**config.mk**
```make
export PLATFORM = sky130hd
export DESIGN_NAME = split_midend
export DESIGN_NICKNAME = d
export VERILOG_FILES = /design/src/verilog/split_pkg.sv /design/src/verilog/burst_splitter.sv /design/src/verilog/trans_tracker.sv /design/src/verilog/split_midend.sv
export SDC_FILE = /design/constraint.sdc
export NUM_CORES = 1
export LEC_CHECK = 0
export ABC_AREA = 1
export BUFFER_PORTS_ARGS = -buffer_cell sky130_fd_sc_hd__buf_2
export CAP_MARGIN = 10
export CORE_MARGIN = 2
export CORE_UTILIZATION = 53
export CTS_BUF_LIST = sky130_fd_sc_hd__clkbuf_8
export DETAILED_ROUTE_END_ITERATION = 8
export PLACE_DENSITY_LB_ADDON = 0.15
export SYNTH_ARGS = -nofsm -noshare
export SYNTH_HDL_FRONTEND = slang
export SYNTH_SLANG_ARGS = --single-unit
export TNS_END_PERCENT = 5
```
**constraint.sdc**
```tcl
create_clock -name clk_i -period 9 [get_ports clk_i]
set_clock_uncertainty 0.2 [all_clocks]
set_input_delay 0.9 -clock clk_i [delete_from_list [all_inputs] [get_ports clk_i]]
set_output_delay 0.9 -clock clk_i [all_outputs]
set_load 0.03 [all_outputs]
```
**src/verilog/split_pkg.sv**
```systemverilog
// Split midend shared types
package split_pkg;

  // Byte address and byte count widths
  localparam int unsigned AddrWidth = 32;
  localparam int unsigned LenWidth  = 32;

  // A byte address in the system map
  typedef logic [AddrWidth-1:0] addr_t;

  // A transfer length in bytes
  typedef logic [LenWidth-1:0] len_t;

  // One burst as handed from the frontend to the backend
  typedef struct packed {
    addr_t src;
    addr_t dst;
    len_t  num_bytes;
  } burst_req_t;

  // Status returned by the backend towards the frontend
  // trans_complete pulses once per finished transfer
  typedef struct packed {
    logic backend_idle;
    logic trans_complete;
  } meta_t;

  // Splitter FSM states
  // SplitIdle passes fitting requests straight through,
  // SplitBusy issues the stored request piece by piece
  typedef enum logic {
    SplitIdle,
    SplitBusy
  } split_state_e;

endpackage

```
**src/verilog/burst_splitter.sv**
```systemverilog
// Region boundary burst splitter
`timescale 1ns/10ps

module burst_splitter #(
  parameter int unsigned      RegionBytes = 64,
  parameter split_pkg::addr_t SpmStart    = 32'h0000_0000,
  parameter split_pkg::addr_t SpmEnd      = 32'h1000_0000
) (
  input  logic                  clk_i,
  input  logic                  rst_ni,
  // Request side
  input  split_pkg::burst_req_t burst_req_i,
  input  logic                  valid_i,
  output logic                  ready_o,
  // Backend side
  output split_pkg::burst_req_t burst_req_o,
  output logic                  valid_o,
  input  logic                  ready_i,
  // One pulse per piece accepted by the backend
  output logic                  piece_fire_o
);

  import split_pkg::*;

  split_state_e state_q, state_d;

  // Remaining part of a request being split
  burst_req_t req_q, req_d;

  // High when the source side decides alignment of the stored request
  logic src_side_q, src_side_d;

  logic  src_in_spm;
  addr_t align_addr;
  addr_t region_offset;
  len_t  region_room;
  logic  req_fits;
  logic  last_piece;
  len_t  piece_len;

  // Source inside the SPM window aligns on the source, else on the destination
  assign src_in_spm = (burst_req_i.src >= SpmStart) && (burst_req_i.src < SpmEnd);

  // While busy the side picked at accept time keeps deciding alignment
  always_comb begin
    if (state_q == SplitBusy) begin
      align_addr = src_side_q ? req_q.src : req_q.dst;
    end else begin
      align_addr = src_in_spm ? burst_req_i.src : burst_req_i.dst;
    end
  end

  // Bytes left up to the next region boundary
  assign region_offset = align_addr & addr_t'(RegionBytes - 1);
  assign region_room   = len_t'(RegionBytes) - len_t'(region_offset);

  // Incoming request fits within one region
  assign req_fits = burst_req_i.num_bytes <= region_room;

  // Stored request ends within the current region
  assign last_piece = req_q.num_bytes <= region_room;
  assign piece_len  = last_piece ? req_q.num_bytes : region_room;

  always_comb begin
    state_d      = state_q;
    req_d        = req_q;
    src_side_d   = src_side_q;
    burst_req_o  = burst_req_i;
    valid_o      = 1'b0;
    ready_o      = 1'b0;
    piece_fire_o = 1'b0;

    unique case (state_q)
      SplitIdle: begin
        if (req_fits) begin
          // Zero latency pass-through, back-pressure goes straight back
          valid_o      = valid_i;
          ready_o      = ready_i;
          piece_fire_o = valid_i & ready_i;
        end else begin
          // Take the request, pieces start on the next cycle
          ready_o = 1'b1;
          if (valid_i) begin
            req_d      = burst_req_i;
            src_side_d = src_in_spm;
            state_d    = SplitBusy;
          end
        end
      end

      SplitBusy: begin
        burst_req_o           = req_q;
        burst_req_o.num_bytes = piece_len;
        valid_o               = 1'b1;
        piece_fire_o          = ready_i;
        if (ready_i) begin
          // Both sides move together by the length just issued
          req_d.src       = req_q.src + addr_t'(piece_len);
          req_d.dst       = req_q.dst + addr_t'(piece_len);
          req_d.num_bytes = req_q.num_bytes - piece_len;
          if (last_piece) begin
            state_d = SplitIdle;
          end
        end
      end

      default: begin
        state_d = SplitIdle;
      end
    endcase
  end

  always_ff @(posedge clk_i or negedge rst_ni) begin
    if (!rst_ni) begin
      state_q    <= SplitIdle;
      src_side_q <= 1'b0;
    end else begin
      state_q    <= state_d;
      src_side_q <= src_side_d;
    end
  end

  always_ff @(posedge clk_i) begin
    req_q <= req_d;
  end

  // Region arithmetic relies on a power of two size
  initial begin
    assert (RegionBytes > 1 && (RegionBytes & (RegionBytes - 1)) == 0)
      else $fatal(1, "RegionBytes must be a power of two");
  end

  // A stalled piece must not change until the backend takes it
  assert property (@(posedge clk_i) disable iff (!rst_ni)
    valid_o && !ready_i |=> valid_o && $stable(burst_req_o))
    else $error("burst_req_o changed while stalled");

  // Every piece handed to the backend moves at least one byte
  assert property (@(posedge clk_i) disable iff (!rst_ni)
    piece_fire_o |-> burst_req_o.num_bytes != '0)
    else $error("zero length piece issued");

endmodule

```
**src/verilog/trans_tracker.sv**
```systemverilog
// In-flight transfer tracker
`timescale 1ns/10ps

module trans_tracker #(
  parameter int unsigned CountWidth = 8
) (
  input  logic clk_i,
  input  logic rst_ni,
  // A piece was accepted by the backend
  input  logic piece_fire_i,
  // The backend finished one piece
  input  logic trans_complete_i,
  // Last outstanding piece just finished
  output logic trans_complete_o
);

  logic [CountWidth-1:0] count_q, count_d;

  // Issue and completion may land in the same cycle and cancel out
  always_comb begin
    count_d = count_q;
    if (piece_fire_i) begin
      count_d = count_d + CountWidth'(1);
    end
    if (trans_complete_i) begin
      count_d = count_d - CountWidth'(1);
    end
  end

  // Pulse only on the step from one outstanding piece to none
  assign trans_complete_o = (count_q == CountWidth'(1)) && (count_d == '0);

  always_ff @(posedge clk_i or negedge rst_ni) begin
    if (!rst_ni) begin
      count_q <= '0;
    end else begin
      count_q <= count_d;
    end
  end

  // Backend never reports more completions than pieces issued
  assert property (@(posedge clk_i) disable iff (!rst_ni)
    trans_complete_i && !piece_fire_i |-> count_q != '0)
    else $error("completion without outstanding piece");

  // Counter must be wide enough for the backend queue depth
  assert property (@(posedge clk_i) disable iff (!rst_ni)
    piece_fire_i && !trans_complete_i |-> count_q != '1)
    else $error("in-flight counter overflow");

endmodule

```
**src/verilog/split_midend.sv**
```systemverilog
// DMA split midend top level
`timescale 1ns/10ps

module split_midend #(
  parameter int unsigned      RegionBytes = 64,
  parameter split_pkg::addr_t SpmStart    = 32'h0000_0000,
  parameter split_pkg::addr_t SpmEnd      = 32'h1000_0000,
  parameter int unsigned      CountWidth  = 8
) (
  input  logic                  clk_i,
  input  logic                  rst_ni,
  // Frontend
  input  split_pkg::burst_req_t burst_req_i,
  input  logic                  valid_i,
  output logic                  ready_o,
  output split_pkg::meta_t      meta_o,
  // Backend
  output split_pkg::burst_req_t burst_req_o,
  output logic                  valid_o,
  input  logic                  ready_i,
  input  split_pkg::meta_t      meta_i
);

  logic piece_fire;
  logic tracker_complete;

  burst_splitter #(
    .RegionBytes (RegionBytes),
    .SpmStart    (SpmStart),
    .SpmEnd      (SpmEnd)
  ) u_splitter (
    .clk_i        (clk_i),
    .rst_ni       (rst_ni),
    .burst_req_i  (burst_req_i),
    .valid_i      (valid_i),
    .ready_o      (ready_o),
    .burst_req_o  (burst_req_o),
    .valid_o      (valid_o),
    .ready_i      (ready_i),
    .piece_fire_o (piece_fire)
  );

  // Counts pieces at the backend so the frontend sees one completion per request
  trans_tracker #(
    .CountWidth (CountWidth)
  ) u_tracker (
    .clk_i            (clk_i),
    .rst_ni           (rst_ni),
    .piece_fire_i     (piece_fire),
    .trans_complete_i (meta_i.trans_complete),
    .trans_complete_o (tracker_complete)
  );

  // Idle level goes back untouched
  assign meta_o.backend_idle   = meta_i.backend_idle;
  assign meta_o.trans_complete = tracker_complete;

endmodule

```
==> flow_summary.ini <==
[setup_path]
reg2reg_slack_ns = 2.14
worstSetupPathType = reg2reg
worstSetupStartpoint = u_splitter.state_q
r2r-end = u_splitter.req_q[86]
crit_family = compound AO/OA/AOI/OAI gates
cp.required_ns = 8.93
cp-start-kind = register
endpoint_kind = register
crit_path_top_delay_cell = dfrtp_4
worstPathArrival_ns = 6.79
timing.rr.start = u_splitter.state_q
cp_num_cells = 25
critPathBufInv = 3
critPathMostFrequentCell = nand2_1
crit_end = u_splitter.req_q[86]
r2r_cells = 25
max_stage_delay_ns = 1.07
crit_fanout = 97

[logic_synthesis]
synth.cell_area_mm2 = 0.01079
synth_cell_types = 58
ys_seq_elements = 106
ys_warn_count = 0
ys_seq_area_share_pct = 29.04
synthCells = 1585
synthFlopType = edfxtp_1
avgSynthCellArea_um2 = 6.808
synth_edf_count = 96
async_flop_share_pct = 9.434

[die]
die_w_um = 146.7
die_h_um = 146.7
coreArea_mm2 = 0.02010
placementRows = 52
die-area_mm2 = 0.02152
start_util_pct = 53.67
io_pins = 202

[finish]
final_core_utilization_pct = 61.49
area_delta_synth_final_pct = 14.56
nets = 1995
mostFrequentLayoutCells = 388 x nand2_1, 200 x inv_1, 199 x buf_2
drive_gt1_share_pct = 14.71
antenna_cells = 0
layout_commonest_cell = nand2_1
fin_cells = 2078

[clock_network]
htree_levels = 3
clk_pin_slew_worst_paths_ns = 0.10
post-cts-setup-buffer-count = 0
ctsHoldBuffers = 0
clockBufferDepth = 2
cts.sinks = 106
cts_tree = yes
cts_made_buffers = 9
cts_resized = 0
clkLatencyLatePin_ns = 0.41
cts_root_buf = clkbuf_8

[sta]
hold_viol = 0
tns_ns = 0
slew_headroom_pct = 30.76
finalSetupViolCount = 0
fmax_mhz = 145.8
final.min_clock_period_ns = 6.858
drv_slew = 0
rsz0062_at_grt = no
fin_crit_sh_pct = 76.21
worst-slew-pin-transition_ns = 1.039

[routing]
dr.first_iter.drc_count = 539
drc = 0
ant_nets = 0
viasPerCell = 5.424
first_pass_iters = 5
routed_wl_um = 30030
wire_per_inst_um = 14.45
num_vias = 11271

[power_and_ir_drop]
power_leakage_nw = 6.189
p_total_mw = 4.192
ir_drop_v = 0.0001404
power.density_cell_area_mw_per_mm2 = 339.1

[place]
io_buffers = 199
dpl.hpwl_um = 23630
dpl.cell_count = 2062
gp_congestion = 0.9183

[global_route]
overflow = 0
grt_antenna_before_repair = 0
grt_pass1_vias = 10499
grt_start_max_net_pins = 101
grt_use_total_pct = 27.89
grt_first_pass_wirelength_um = 49190

[outcome]
outcome = finished clean

[run]
drv_cap = 0

[hold_path]
hold_path_class = in2async
[layout make-up]
type	count	area (µm²)
clock buffer	9	123.9
fill	1962	7742
tap	270	337.8
timing repair buffer	202	1018
inverter	205	775.7
clock inverter	7	91.34
sequential	106	3137
multi-input combinational	1279	6878
[power breakdown]
| group | total (mW) | internal (mW) | switching (mW) |
|---|---|---|---|
| Sequential | 0.992 | 0.842 | 0.150 |
| Clock | 0.344 | 0.157 | 0.187 |
| Combinational | 2.86 | 0.982 | 1.87 |
[synthesized netlist by cell type, drive strengths merged (2+ instances only)]
cell    instances  share of area [%]
nor3           26                1.4
xnor2           9               0.73
a21boi          7               0.49
ha             87                 10
a31oi           3               0.17
nor4            4               0.23
o31ai           6               0.42
edfxtp         96                 27
or2            11               0.64
nand4          31                1.8
nand3          65                3.3
o21bai         15                1.0
clkbuf         25               0.87
and2            2               0.12
o21ai         207                9.8
nor3b           2               0.14
o21a            4               0.28
inv           204                7.1
xor2           23                1.9
a21o            8               0.56
a21oi         120                5.6
nand3b          3               0.21
a221oi          5               0.41
nand2         395                 14
and3            5               0.29
o221ai          4               0.38
buf            17               0.90
dfrtp          10                2.3
a31o            7               0.57
nor2          166                6.0
fa              3               0.56
o22ai          10               0.58
[flip-flops by register name (all words and copies together), names as in the netlist]
register and cells:
u_splitter.req_q 96, u_tracker.count_q 8, u_splitter.src_side_q 1, u_splitter.state_q 1
[per-layer routing]
metal  part of all wire (%)  vias to the layer above  wire, µm  track usage [%]
li1                       -                     5756         -                -
met1                     44                     5099     13300            35.72
met2                     46                      362     13950            47.63
met3                    6.2                       54      1864            4.313
met4                    3.1                        0       918            10.34
met5                      0                        -         0                0
[how the worst min path moves through the flow]
stage	cells after the start	slack, ns	from	to
6_report	1	0.15	rst_ni	u_tracker.count_q[7]
3_3_place_gp	2	0.34	u_splitter.src_side_q	u_splitter.src_side_q
3_5_place_dp	2	0.31	u_splitter.src_side_q	u_splitter.src_side_q
2_1_floorplan	2	0.27	u_splitter.src_side_q	u_splitter.src_side_q
5_1_grt	1	0.14	rst_ni	u_tracker.count_q[7]
4_1_cts	1	0.14	rst_ni	u_tracker.count_q[7]
[stage by stage]
step                hold WS, ns  setup WS, ns  cell area [µm²]
detailed placement       0.3129         2.231            12150
CTS                      0.1431         2.254            12360
global placement         0.3351         2.429            12150
floorplan                0.2746        0.2491            10970
finish                   0.1451         2.142            12360
global route             0.1418         1.327            12360
[worst reg2reg max path: cells and delay by family (launching register included)]
kind	cells	cell delay, ns
and+or+nand+nor	11	1.61
DFF	1	1.07
buffers and inverters	3	0.74
adders and majority gates	2	0.79
AOI/OAI and AO/OA	9	2.20
[cells by family after synthesis]
logic type	synth area share [%]
AOI/OAI and AO/OA	20.64
xor gates and xnor gates	2.597
adders and majority gates	10.64
buffers and inverters	8.963
DFF	29.04
other	0.03475
and+or+nand+nor	28.08
Note: power is estimated with default switching activity, not from simulation.
